## src/common/fetch_pkg.sv

```systemverilog
package fetch_pkg;

   // datapath widths
   localparam int ADDR_W  = 32;
   localparam int WORD_W  = 32;
   localparam int INSTR_W = 32;
   localparam int HALF_W  = WORD_W / 2;

   // first fetch after reset, word aligned
   localparam logic [ADDR_W-1:0] RESET_PC = 32'h0000_0100;

   // words requested but not yet consumed by the aligner
   localparam int MAX_CREDITS = 2;

   // counter width for in-flight and queued words
   localparam int CREDIT_W = $clog2(MAX_CREDITS + 1);

   // alignment state
   // ALIGN_EMPTY: nothing held
   // ALIGN_HALF: upper halfword of the previous word is held
   typedef enum logic {
      ALIGN_EMPTY = 1'b0,
      ALIGN_HALF  = 1'b1
   } align_state_e;

endpackage
```

## src/common/predict_pkg.sv

```systemverilog
package predict_pkg;

   import fetch_pkg::*;

   // direct-mapped table geometry
   localparam int PRED_ENTRIES = 16;
   localparam int PRED_IDX_W   = 4;

   // index from pc[4:1], tag is everything above it
   localparam int PRED_TAG_W = ADDR_W - PRED_IDX_W - 1;

   // 2-bit saturating counter
   localparam int CTR_W = 2;

   // weakly taken on reset and on allocation
   localparam logic [CTR_W-1:0] CTR_INIT      = 2'd2;
   localparam logic [CTR_W-1:0] CTR_TAKEN_MIN = 2'd2;
   localparam logic [CTR_W-1:0] CTR_MAX       = 2'd3;

endpackage

```

## src/rtl/fetch_top.sv

```systemverilog
`timescale 1ns/100ps

module fetch_top
   import fetch_pkg::*;
(
   input  logic               clk_i,
   input  logic               rstn_i,

   // instruction memory
   input  logic               imem_rsp_i,
   input  logic [WORD_W-1:0]  imem_rdata_i,
   output logic               imem_req_o,
   output logic [ADDR_W-1:0]  imem_addr_o,

   // resolve stage
   input  logic               resolve_i,
   input  logic [ADDR_W-1:0]  resolve_pc_i,
   input  logic [ADDR_W-1:0]  resolve_target_i,
   input  logic               resolve_taken_i,
   input  logic               resolve_mispredict_i,

   // decode
   output logic               dec_valid_o,
   output logic [INSTR_W-1:0] dec_instr_o,
   output logic [ADDR_W-1:0]  dec_pc_o,
   output logic               dec_rvc_o,
   output logic               dec_pred_taken_o
);

   logic              credit_ok;
   logic [ADDR_W-1:0] pred_target;
   logic              redirect;
   logic [ADDR_W-1:0] redirect_pc;

   fetch_pc_gen fetch_pc_gen_inst (
      .clk_i                ( clk_i ),
      .rstn_i               ( rstn_i ),
      .credit_ok_i          ( credit_ok ),
      .pred_taken_i         ( dec_pred_taken_o ),
      .pred_target_i        ( pred_target ),
      .dec_valid_i          ( dec_valid_o ),
      .resolve_i            ( resolve_i ),
      .resolve_mispredict_i ( resolve_mispredict_i ),
      .resolve_target_i     ( resolve_target_i ),
      .imem_req_o           ( imem_req_o ),
      .imem_addr_o          ( imem_addr_o ),
      .redirect_o           ( redirect ),
      .redirect_pc_o        ( redirect_pc )
   );

   fetch_align fetch_align_inst (
      .clk_i         ( clk_i ),
      .rstn_i        ( rstn_i ),
      .imem_req_i    ( imem_req_o ),
      .imem_rsp_i    ( imem_rsp_i ),
      .imem_rdata_i  ( imem_rdata_i ),
      .redirect_i    ( redirect ),
      .redirect_pc_i ( redirect_pc ),
      .credit_ok_o   ( credit_ok ),
      .dec_valid_o   ( dec_valid_o ),
      .dec_instr_o   ( dec_instr_o ),
      .dec_pc_o      ( dec_pc_o ),
      .dec_rvc_o     ( dec_rvc_o )
   );

   // lookup runs on the registered decode output
   branch_predictor branch_predictor_inst (
      .clk_i            ( clk_i ),
      .rstn_i           ( rstn_i ),
      .lookup_valid_i   ( dec_valid_o ),
      .lookup_pc_i      ( dec_pc_o ),
      .resolve_i        ( resolve_i ),
      .resolve_pc_i     ( resolve_pc_i ),
      .resolve_target_i ( resolve_target_i ),
      .resolve_taken_i  ( resolve_taken_i ),
      .pred_taken_o     ( dec_pred_taken_o ),
      .pred_target_o    ( pred_target )
   );

endmodule

```

## src/branch_predictor/branch_predictor.sv

```systemverilog
`timescale 1ns/100ps

module branch_predictor
   import fetch_pkg::*;
   import predict_pkg::*;
(
   input  logic              clk_i,
   input  logic              rstn_i,

   // lookup on the decode output
   input  logic              lookup_valid_i,
   input  logic [ADDR_W-1:0] lookup_pc_i,

   // training from resolve
   input  logic              resolve_i,
   input  logic [ADDR_W-1:0] resolve_pc_i,
   input  logic [ADDR_W-1:0] resolve_target_i,
   input  logic              resolve_taken_i,

   output logic              pred_taken_o,
   output logic [ADDR_W-1:0] pred_target_o
);

   logic                  valid_q  [PRED_ENTRIES];
   logic [PRED_TAG_W-1:0] tag_q    [PRED_ENTRIES];
   logic [ADDR_W-1:0]     target_q [PRED_ENTRIES];
   logic [CTR_W-1:0]      ctr_q    [PRED_ENTRIES];

   logic [PRED_IDX_W-1:0] lk_idx;
   logic [PRED_TAG_W-1:0] lk_tag;
   logic                  lk_hit;

   logic [PRED_IDX_W-1:0] rs_idx;
   logic [PRED_TAG_W-1:0] rs_tag;
   logic                  rs_hit;
   logic [CTR_W-1:0]      rs_ctr;

   // halfword granular index
   assign lk_idx = lookup_pc_i[PRED_IDX_W:1];
   assign lk_tag = lookup_pc_i[ADDR_W-1:PRED_IDX_W+1];
   assign lk_hit = valid_q[lk_idx] && (tag_q[lk_idx] == lk_tag);

   assign pred_taken_o  = lookup_valid_i && lk_hit && (ctr_q[lk_idx] >= CTR_TAKEN_MIN);
   assign pred_target_o = target_q[lk_idx];

   assign rs_idx = resolve_pc_i[PRED_IDX_W:1];
   assign rs_tag = resolve_pc_i[ADDR_W-1:PRED_IDX_W+1];
   assign rs_hit = valid_q[rs_idx] && (tag_q[rs_idx] == rs_tag);
   assign rs_ctr = ctr_q[rs_idx];

   // valid bits and counters
   always_ff @(posedge clk_i) begin
      if (!rstn_i) begin
         for (int i = 0; i < PRED_ENTRIES; i++) begin
            valid_q[i] <= 1'b0;
            ctr_q[i]   <= CTR_INIT;
         end
      end
      else if (resolve_i) begin
         if (resolve_taken_i) begin
            if (!rs_hit) begin
               // allocate, replacing whatever was there
               valid_q[rs_idx] <= 1'b1;
               ctr_q[rs_idx]   <= CTR_INIT;
            end
            else if (rs_ctr != CTR_MAX) begin
               ctr_q[rs_idx] <= rs_ctr + 1'b1;
            end
         end
         else if (rs_hit && rs_ctr != '0) begin
            ctr_q[rs_idx] <= rs_ctr - 1'b1;
         end
      end
   end

   // tag and target, written on every taken resolve
   always_ff @(posedge clk_i) begin
      if (resolve_i && resolve_taken_i) begin
         tag_q[rs_idx]    <= rs_tag;
         target_q[rs_idx] <= resolve_target_i;
      end
   end

endmodule

```

## src/fetch_align/fetch_align.sv

```systemverilog
`timescale 1ns/100ps

module fetch_align
   import fetch_pkg::*;
(
   input  logic               clk_i,
   input  logic               rstn_i,

   // memory side
   input  logic               imem_req_i,
   input  logic               imem_rsp_i,
   input  logic [WORD_W-1:0]  imem_rdata_i,

   // redirect from the pc generator
   input  logic               redirect_i,
   input  logic [ADDR_W-1:0]  redirect_pc_i,

   output logic               credit_ok_o,

   // decode side
   output logic               dec_valid_o,
   output logic [INSTR_W-1:0] dec_instr_o,
   output logic [ADDR_W-1:0]  dec_pc_o,
   output logic               dec_rvc_o
);

   // outstanding requests and the stale part of them
   logic [CREDIT_W-1:0] inflight_q, inflight_d;
   logic [CREDIT_W-1:0] discard_q, discard_d;

   // two-word response queue
   logic [WORD_W-1:0]   queue_q [2];
   logic                wr_ptr_q;
   logic                rd_ptr_q;
   logic [CREDIT_W-1:0] q_count_q, q_count_d;
   logic                q_empty;
   logic                push;
   logic                pop;

   logic [WORD_W-1:0]   head;
   logic [HALF_W-1:0]   head_lo;
   logic [HALF_W-1:0]   head_hi;
   logic                head_lo_rvc;
   logic                hold_rvc;

   align_state_e        state_q, state_d;
   logic [HALF_W-1:0]   hold_q, hold_d;
   logic [ADDR_W-1:0]   pc_q, pc_d;
   logic                skip_q, skip_d;
   logic                live_q;

   logic                emit;
   logic [INSTR_W-1:0]  emit_instr;
   logic                emit_rvc;

   assign q_empty     = (q_count_q == '0);
   assign head        = queue_q[rd_ptr_q];
   assign head_lo     = head[HALF_W-1:0];
   assign head_hi     = head[WORD_W-1:HALF_W];
   assign head_lo_rvc = (head_lo[1:0] != 2'b11);
   assign hold_rvc    = (hold_q[1:0] != 2'b11);

   // held off for one cycle after reset
   assign credit_ok_o = live_q && (int'(inflight_q) + int'(q_count_q) < MAX_CREDITS);

   // stale responses are dropped before they reach the queue
   assign push = imem_rsp_i && (discard_q == '0) && !redirect_i;

   always_comb begin
      inflight_d = inflight_q;
      if (imem_req_i && !imem_rsp_i) begin
         inflight_d = inflight_q + 1'b1;
      end
      else if (!imem_req_i && imem_rsp_i) begin
         inflight_d = inflight_q - 1'b1;
      end

      discard_d = discard_q;
      if (imem_rsp_i && discard_q != '0) begin
         discard_d = discard_q - 1'b1;
      end
      // everything still out belongs to the old path
      if (redirect_i) begin
         discard_d = imem_rsp_i ? inflight_q - 1'b1 : inflight_q;
      end
   end

   // instruction selection, one per cycle at most
   always_comb begin
      state_d    = state_q;
      hold_d     = hold_q;
      pc_d       = pc_q;
      skip_d     = skip_q;
      pop        = 1'b0;
      emit       = 1'b0;
      emit_instr = '0;
      emit_rvc   = 1'b0;

      if (state_q == ALIGN_HALF) begin
         if (hold_rvc) begin
            emit       = 1'b1;
            emit_instr = INSTR_W'(hold_q);
            emit_rvc   = 1'b1;
            pc_d       = pc_q + ADDR_W'(2);
            state_d    = ALIGN_EMPTY;
         end
         else if (!q_empty) begin
            // 32-bit instruction straddling two words
            pop        = 1'b1;
            emit       = 1'b1;
            emit_instr = {head_lo, hold_q};
            pc_d       = pc_q + ADDR_W'(4);
            hold_d     = head_hi;
         end
      end
      else if (!q_empty) begin
         pop = 1'b1;
         if (skip_q) begin
            // target sits in the upper half
            hold_d  = head_hi;
            state_d = ALIGN_HALF;
            skip_d  = 1'b0;
         end
         else if (head_lo_rvc) begin
            emit       = 1'b1;
            emit_instr = INSTR_W'(head_lo);
            emit_rvc   = 1'b1;
            pc_d       = pc_q + ADDR_W'(2);
            hold_d     = head_hi;
            state_d    = ALIGN_HALF;
         end
         else begin
            emit       = 1'b1;
            emit_instr = head;
            pc_d       = pc_q + ADDR_W'(4);
         end
      end

      if (redirect_i) begin
         pop     = 1'b0;
         emit    = 1'b0;
         state_d = ALIGN_EMPTY;
         pc_d    = redirect_pc_i;
         skip_d  = redirect_pc_i[1];
      end
   end

   always_comb begin
      q_count_d = q_count_q;
      if (push && !pop) begin
         q_count_d = q_count_q + 1'b1;
      end
      else if (!push && pop) begin
         q_count_d = q_count_q - 1'b1;
      end
   end

   always_ff @(posedge clk_i) begin
      if (!rstn_i) begin
         live_q      <= 1'b0;
         inflight_q  <= '0;
         discard_q   <= '0;
         wr_ptr_q    <= 1'b0;
         rd_ptr_q    <= 1'b0;
         q_count_q   <= '0;
         state_q     <= ALIGN_EMPTY;
         pc_q        <= RESET_PC;
         skip_q      <= 1'b0;
         dec_valid_o <= 1'b0;
      end
      else begin
         live_q      <= 1'b1;
         inflight_q  <= inflight_d;
         discard_q   <= discard_d;
         state_q     <= state_d;
         pc_q        <= pc_d;
         skip_q      <= skip_d;
         dec_valid_o <= emit;
         if (redirect_i) begin
            wr_ptr_q  <= 1'b0;
            rd_ptr_q  <= 1'b0;
            q_count_q <= '0;
         end
         else begin
            wr_ptr_q  <= wr_ptr_q ^ push;
            rd_ptr_q  <= rd_ptr_q ^ pop;
            q_count_q <= q_count_d;
         end
      end
   end

   always_ff @(posedge clk_i) begin
      if (push) begin
         queue_q[wr_ptr_q] <= imem_rdata_i;
      end
      hold_q      <= hold_d;
      dec_instr_o <= emit_instr;
      dec_pc_o    <= pc_q;
      dec_rvc_o   <= emit_rvc;
   end

endmodule

```

## src/rtl/fetch_pc_gen.sv

```systemverilog
`timescale 1ns/100ps

module fetch_pc_gen
   import fetch_pkg::*;
(
   input  logic              clk_i,
   input  logic              rstn_i,

   // credit level from the aligner
   input  logic              credit_ok_i,

   // prediction on the current decode output
   input  logic              pred_taken_i,
   input  logic [ADDR_W-1:0] pred_target_i,
   input  logic              dec_valid_i,

   // correction from the resolve stage
   input  logic              resolve_i,
   input  logic              resolve_mispredict_i,
   input  logic [ADDR_W-1:0] resolve_target_i,

   // memory request
   output logic              imem_req_o,
   output logic [ADDR_W-1:0] imem_addr_o,

   // redirect broadcast
   output logic              redirect_o,
   output logic [ADDR_W-1:0] redirect_pc_o
);

   logic [ADDR_W-1:0] fetch_addr_q;
   logic [ADDR_W-1:0] redirect_word;
   logic              mispredict;
   logic              predicted;

   // a mispredict overrides any prediction in the same cycle
   assign mispredict = resolve_i && resolve_mispredict_i;
   assign predicted  = dec_valid_i && pred_taken_i;

   assign redirect_o    = mispredict || predicted;
   assign redirect_pc_o = mispredict ? resolve_target_i : pred_target_i;

   // fetch restarts at the word holding the target
   assign redirect_word = {redirect_pc_o[ADDR_W-1:2], 2'b00};

   // no request in a redirect cycle, the address is about to change
   assign imem_req_o  = credit_ok_i && !redirect_o;
   assign imem_addr_o = fetch_addr_q;

   always_ff @(posedge clk_i) begin
      if (!rstn_i) begin
         fetch_addr_q <= RESET_PC;
      end
      else if (redirect_o) begin
         fetch_addr_q <= redirect_word;
      end
      else if (imem_req_o) begin
         fetch_addr_q <= fetch_addr_q + ADDR_W'(4);
      end
   end

endmodule

```

## config.mk

```make
export PLATFORM = sky130hd
export DESIGN_NAME = fetch_top
export DESIGN_NICKNAME = d
export VERILOG_FILES = /design/src/common/fetch_pkg.sv /design/src/common/predict_pkg.sv /design/src/rtl/fetch_top.sv /design/src/branch_predictor/branch_predictor.sv /design/src/fetch_align/fetch_align.sv /design/src/rtl/fetch_pc_gen.sv
export SDC_FILE = /design/constraint.sdc
export NUM_CORES = 1
export LEC_CHECK = 0
export BUFFER_PORTS_ARGS = -buffer_cell sky130_fd_sc_hd__clkbuf_2
export CORE_ASPECT_RATIO = 1.4
export CORE_MARGIN = 8
export CORE_UTILIZATION = 40
export CTS_BUF_LIST = sky130_fd_sc_hd__clkbuf_8
export DETAILED_ROUTE_END_ITERATION = 10
export GPL_TIMING_DRIVEN = 0
export SYNTH_ARGS = -nofsm -noshare
export SYNTH_HDL_FRONTEND = slang
export SYNTH_SLANG_ARGS = --single-unit
```

## constraint.sdc

```tcl
create_clock -name clk_i -period 4.45 [get_ports clk_i]
set_input_delay 0 -clock clk_i [delete_from_list [all_inputs] [get_ports clk_i]]
set_output_delay 0 -clock clk_i [all_outputs]
set_load 0.05 [all_outputs]
```

==> results.toml, run 1 <==
[floorplanning]
dieWidth_um = 319.2
core-area_mm2 = 0.1276
fp-row-count = 155
die_h_um = 440.5
die_area_mm2 = 0.1406
initial_core_util = 0.4034
ioPinCount = 202

[logic_synthesis]
yosys_warnings = 0
syn-instance-count = 2897
synth_most_common_cell = "edfxtp_1"
async_flop_share = 0
synth.top_cells.by_count = "edfxtp_1 (1056), mux4_2 (342), mux2i_1 (199)"
synth.avg_cell_area_um2 = 17.77
synth_area_leaders = "edfxtp_1 (62%), mux4_2 (15%), dfxtp_1 (6.0%)"
ys_ff_latch = 1211
synth_flop_cell = "edfxtp_1"
synth-edff-count = 1056
yosys.area.top_type = "edfxtp_1"
synth_seq_area_share = 0.6763
synth_area_mm2 = 0.05148
synth_top_area_frac = 0.6160
ys_types = 82

[worst_setup_path]
cp_data_required_time_ps = 4950
crit_path_start_kind = "flip-flop"
arrival_ps = 5040
worstSetupPathType = "reg2reg"
worstPathMaxFanout = 32
crit_path_end_kind = "flip-flop"

[sta]
fmax_ghz = 0.2203
fin_crit_ps = 4540
worst_slack_ps = -90.16
tightest_slew_ps = 1512
fin_skew_ps = 50.72
setup_viol = 108
fin_crit_sh = 1.020
hold_violations = 0
rsz0062_at_grt = "yes"
slew_violations = 11
max_slew_margin = -0.008095

[clock_network]
h-tree-depth = 4
clockRootBuffer = "clkbuf_8"
cts_tree = "built"
clk_latency_ps = 920
clk_path_buf_depth = 3
cts_buffers = 185
clock_sinks = 1211
clk_pin_slew_ps = 60

[pwr]
switchingPower_uw = 9324
power_density_mw_per_mm2 = 484.0
p_comb_frac = 0.254
p_clk_frac = 0.308
switching_share = 0.3130
seqPwrFrac = 0.438
p_int_uw = 20470
leakage_uw = 0.02034
peakVddDrop_mv = 0.2819

[drt]
drt-initial-drc-count = 4212
wire_per_inst_um = 33.48
ant_nets = 0
drt_first_pass_iters = 5
routed_wl_mm = 177.4
avgViaCountPerCell = 6.083
num_vias = 32220
drc = 0

[finish]
nets = 3597
final_area_mm2 = 0.06156
nFillCells = 10860
utilization = 0.4824
area_growth_pct = 19.58
final_cell_count_no_fill = 5297
layout-drive-gt1-share = 0.2962
regArea_mm2 = 0.03482
multi_input_area_mm2 = 0.01601

[placed_design]
place_congestion = 0.9858
dpl_cell_area_mm2 = 0.05584
hpwlAfterDp_mm = 123.0
dp.cells = 4797
portBuffers = 197

[global_route]
grt_first_pass_wirelength_mm = 247.8
grt_usage = 0.2479
grt_pass1_vias = 33040
grt-ovfl-total = 0
grt_max_degree = 33
antenna_found_initial = 10

[outcome]
violations = "capacitance limit, slew limit, setup timing"
outcome = "finished with violations"

[job]
drv_cap = 1

[min_path]
hold_class = "in2reg"
-- cells in the final DEF (no fill, tap or decap), drive strengths merged, types with 73 or more instances in the layout --
cell type	instances
o21ai	73
mux2i	199
buf	174
dlygate4sd3	132
mux4	343
dfxtp	155
clkbuf	471
edfxtp	1056
nand2	127
inv	94
nand3	91
clkinv	81
nor2	86
-- metal layers --
metal	part of all wire	global-route usage
met2	0.48	0.4083
met5	0.00015	0
met1	0.36	0.2983
met3	0.093	0.05668
met4	0.067	0.1465
-- power by group through the flow --
stage | clock [µW] | sequential, µW | combinational (µW)
3_5_place_dp | 0 | 13300 | 7030
4_1_cts | 9260 | 13100 | 7530
5_1_grt | 9700 | 13100 | 7880
3_3_place_gp | 0 | 13300 | 6950
2_1_floorplan | 0 | 13600 | 4130
6_report | 9170 | 13100 | 7570
-- critical path: stages, from the launching register on --
cell and delay (ps):
dfxtp_2 420, buf_8 230, buf_8 240, buf_6 280
buf_8 270, mux2i_1 120, mux2i_2 290, xor2_1 460
nor4_2 130, and4_4 240, a31oi_4 250, buf_12 140
and3_1 220, ha_2 800
-- flip-flops by register name (all words and copies together) (netlist names), 2 cells and up --
register and flops:
branch_predictor_inst.target_q 512, branch_predictor_inst.tag_q 432, fetch_align_inst.queue_q 64, branch_predictor_inst.ctr_q 32, fetch_align_inst.dec_instr_o 32, fetch_align_inst.dec_pc_o 32, fetch_align_inst.pc_q 32, fetch_pc_gen_inst.imem_addr_o 30
branch_predictor_inst.valid_q 16, fetch_align_inst.hold_q 16, fetch_align_inst.discard_q 2, fetch_align_inst.inflight_q 2, fetch_align_inst.q_count_q 2
-- cell families after synthesis --
| logic type | after synthesis | share of synthesized area |
|---|---|---|
| other | 1 | 0.00007284 |
| multiplexers | 557 | 0.1921 |
| buffers and inverters | 215 | 0.02015 |
| AO/OA/AOI/OAI | 320 | 0.04346 |
| XOR/XNOR | 126 | 0.02158 |
| adder cells (fa/ha/maj) | 11 | 0.002819 |
| AND/OR/NAND/NOR | 456 | 0.04355 |
| flip-flops | 1211 | 0.6763 |
-- worst paths after layout --
kind | slack, ps | end | depth (start not counted) | startpoint
worst max-delay path | -90 | fetch_align_inst.queue_q[0][17] | 13 | fetch_align_inst.dec_pc_o[1]
worst min-delay path | 90 | branch_predictor_inst.target_q[10][28] | 2 | resolve_target_i[28]
worst max register to register | -90 | fetch_align_inst.queue_q[0][17] | 13 | fetch_align_inst.dec_pc_o[1]
worst min register to register | 370 | fetch_align_inst.dec_pc_o[31] | 0 | fetch_align_inst.pc_q[31]
-- through the flow --
| stage | setup WS [ps] | hold slack (ps) | total power [µW] | setup TNS, ps |
|---|---|---|---|---|
| after floorplan | -17.83 | 27.72 | 17700 | -1140 |
| after global placement | -5541 | 190.7 | 20230 | -4855690 |
| after detailed placement | -1943 | 193.9 | 20300 | -260440 |
| after CTS | -73.49 | 12.84 | 29850 | -1967 |
| after global routing | -167.3 | 87.27 | 30660 | -8787 |
| final | -90.16 | 91.05 | 29790 | -5336 |
-- final cells by class --
cell class              count  area share
flip-flops and latches   1211      0.5657
multi-input cells        1472      0.2600
repair buffers            404     0.06029
clock buffers             205     0.04584
well taps                1648     0.03350
plain buffers             168     0.01876
clock inverters           141     0.01307
inverters                  42    0.002602
diodes                      6   0.0002439
-- timing repair --
item                                   4_1_cts  5_1_grt
hold buffers                               132        0
endpoints found under the hold margin     1092        0
pin swaps                                    9        5
setup endpoints to repair                  139      111
resized for setup                          155       14
setup buffers                                8       11
gates cloned                                 1        1
Power figures use the tool's default switching activity.
==> inputs of run 2 (changes only) <==
==> constraint.sdc (replaced) <==
create_clock -name clk_i -period 4.75 [get_ports clk_i]
set_input_delay 0 -clock clk_i [delete_from_list [all_inputs] [get_ports clk_i]]
set_output_delay 0 -clock clk_i [all_outputs]
set_load 0.05 [all_outputs]
==> run 2 against run 1 <==
Effect of this change: the flow finishes with violations (capacitance limit, slew limit); highest routed layer unchanged; register-to-register slack improved by 150 ps; critical endpoint is now branch_predictor_inst.ctr_q[6][1]; sequential cell count stayed put; worst hold slack got worse by 17 ps; clock power down 6.3%.
==> results.toml, run 2 (synthesis gave the netlist of run 1 again) <==
[sta]
fin_crit_ps = 4695
tightest_slew_ps = 1557
worst_slack_ps = 54.92
rsz0062_at_grt = "no"
hold_violations = 0
setup-tns-final_ps = 0
slew_violations = 11
fin_skew_ps = 55.36
max_slew_margin = -0.03803
whs_ps = 73.62
setup_viol = 0
fin_crit_sh = 0.9884
fmax_ghz = 0.2130

[job]
drv_cap = 1

[drt]
drc = 0
num_vias = 32150
ant_nets = 0
routed_wl_mm = 177.1
avgViaCountPerCell = 6.080
drt-initial-drc-count = 4135
drt_first_pass_iters = 8
wire_per_inst_um = 33.49

[pwr]
peakVddDrop_mv = 0.2580
power_density_mw_per_mm2 = 453.6
switchingPower_uw = 8714
seqPwrFrac = 0.439
leakage_uw = 0.02026
p_comb_frac = 0.252
p_clk_frac = 0.309
switching_share = 0.3131
p_int_uw = 19120

[worst_setup_path]
path_buf_inv = 5
crit_start = "resolve_pc_i[1]"
rr_worst_depth = 14
arrival_ps = 5290
cp_cell_sequence = "buf_4 > buf_2 > buf_2 > buf_2 > mux4_2 > mux4_2 > ha_1 > nor2b_1 > o2111ai_1 > nor4_1 > nand4_1 > nor2_1 > buf_4 > nand3_1"
cpMaxStageDelayCell = "buf_2"
cp_data_required_time_ps = 5350
cpMostUsedCell = "buf_2"
crit_path_max_incr_delay_ps = 650
worstPathMaxFanout = 10
crit_path_end_kind = "flip-flop"
r2r_slack_ps = 50
r2r_start = "fetch_align_inst.dec_pc_o[1]"
crit_path_start_kind = "input port"
cp_top_family = "buffers and inverters"
timing.rr.end = "fetch_align_inst.queue_q[0][17]"
worstSetupPathType = "in2reg"

[placed_design]
dpl_cell_area_mm2 = 0.05584
place_congestion = 0.9858
portBuffers = 197
pre_cts_slack_ps = -1643
hpwlAfterDp_mm = 123.0

[clock_network]
clk_pin_slew_ps = 60
clk_path_buf_depth = 3
clk_latency_ps = 930
clockRootBuffer = "clkbuf_8"
h-tree-depth = 4
cts_buffers = 185
clock_sinks = 1211
cts_tree = "built"

[global_route]
grt_usage = 0.2476
grt-ovfl-total = 0
antenna_found_initial = 11
grt_first_pass_wirelength_mm = 247.5
grt_max_degree = 33
grt_pass1_vias = 33050

[finish]
final_common_cell = "edfxtp_1"
layout-drive-gt1-share = 0.2941
utilization = 0.4809
final_area_mm2 = 0.06137
area_growth_pct = 19.21
final_cell_mix = "edfxtp_1 (1056), mux4_2 (342), clkbuf_2 (209)"
nets = 3589
largest_register_ffs = 512
regMostFlops = "branch_predictor_inst.target_q"
biggestRegsByFlops = "branch_predictor_inst.target_q (512), branch_predictor_inst.tag_q (432), fetch_align_inst.queue_q (64)"

[floorplanning]
initial_core_util = 0.4034
core-area_mm2 = 0.1276
ioPinCount = 202
fp-row-count = 155
die_area_mm2 = 0.1406
die_h_um = 440.5
dieWidth_um = 319.2

[min_path]
hold_depth = 2
hp-start = "resolve_target_i[5]"
whs_endpoint = "branch_predictor_inst.target_q[12][5]"
hold_class = "in2reg"

[outcome]
violations = "capacitance limit, slew limit"
outcome = "finished with violations"
==> run 2: cell count changes in the layout (fill, tap and decap cells not counted), sizes merged <==
| cell | change |
|---|---|
| clkbuf | -3 |
| buf | -5 |
| diode | -1 |
==> run 2: worst max-delay path by stage <==
stage | to | slack, ps | depth (start not counted)
2_1_floorplan | fetch_align_inst.queue_q[1][0] | 280 | 11
3_3_place_gp | branch_predictor_inst.target_q[0][19] | -5240 | 8
3_5_place_dp | fetch_align_inst.queue_q[0][3] | -1640 | 11
4_1_cts | dec_pred_taken_o | 0.5 | 13
5_1_grt | dec_pred_taken_o | 0.07 | 14
6_report | branch_predictor_inst.ctr_q[6][1] | 50 | 14
==> run 2: area by class of cell <==
| type | count | area (µm²) |
|---|---|---|
| fill | 10870 | 66240 |
| timing repair buffer | 394 | 3576 |
| buffer | 170 | 1116 |
| clock inverter | 141 | 804.5 |
| inverter | 42 | 157.7 |
| tap | 1648 | 2062 |
| multi-input combinational | 1472 | 16000 |
| clock buffer | 205 | 2821 |
| antenna | 5 | 12.51 |
| sequential | 1211 | 34820 |
==> run 2: metrics by stage <==
stage	power (µW)	std cells
floorplan	16580	2898
global placement	18960	4743
detailed placement	19020	4797
CTS	27840	5278
global route	28640	5287
finish	27840	5288
==> run 2: routing by layer <==
layer	vias to the layer above	share of wire	routed length (µm)	global-route usage
met5	-	0.00023	40	0
met4	6	0.069	12140	0.1452
met3	542	0.091	16160	0.05852
met2	1872	0.48	85070	0.4073
met1	16710	0.36	63690	0.2976
li1	13020	-	-	-
==> run 2: power groups by stage <==
stage	Clock, µW	Combinational (µW)	Sequential [µW]
finish	8590	7010	12200
global route	9090	7300	12300
CTS	8680	6940	12200
detailed placement	0	6580	12400
global placement	0	6510	12400
floorplan	0	3870	12700
==> run 2: what timing repair did <==
| item | 4_1_cts | 5_1_grt |
|---|---|---|
| endpoints found under the setup margin | 139 | 97 |
| buffers inserted | 5 | 5 |
| gates resized for setup | 128 | 22 |
| pin swaps | 5 | 5 |
| endpoints found under the hold margin | 1092 | 0 |
| hold buffers | 132 | 0 |
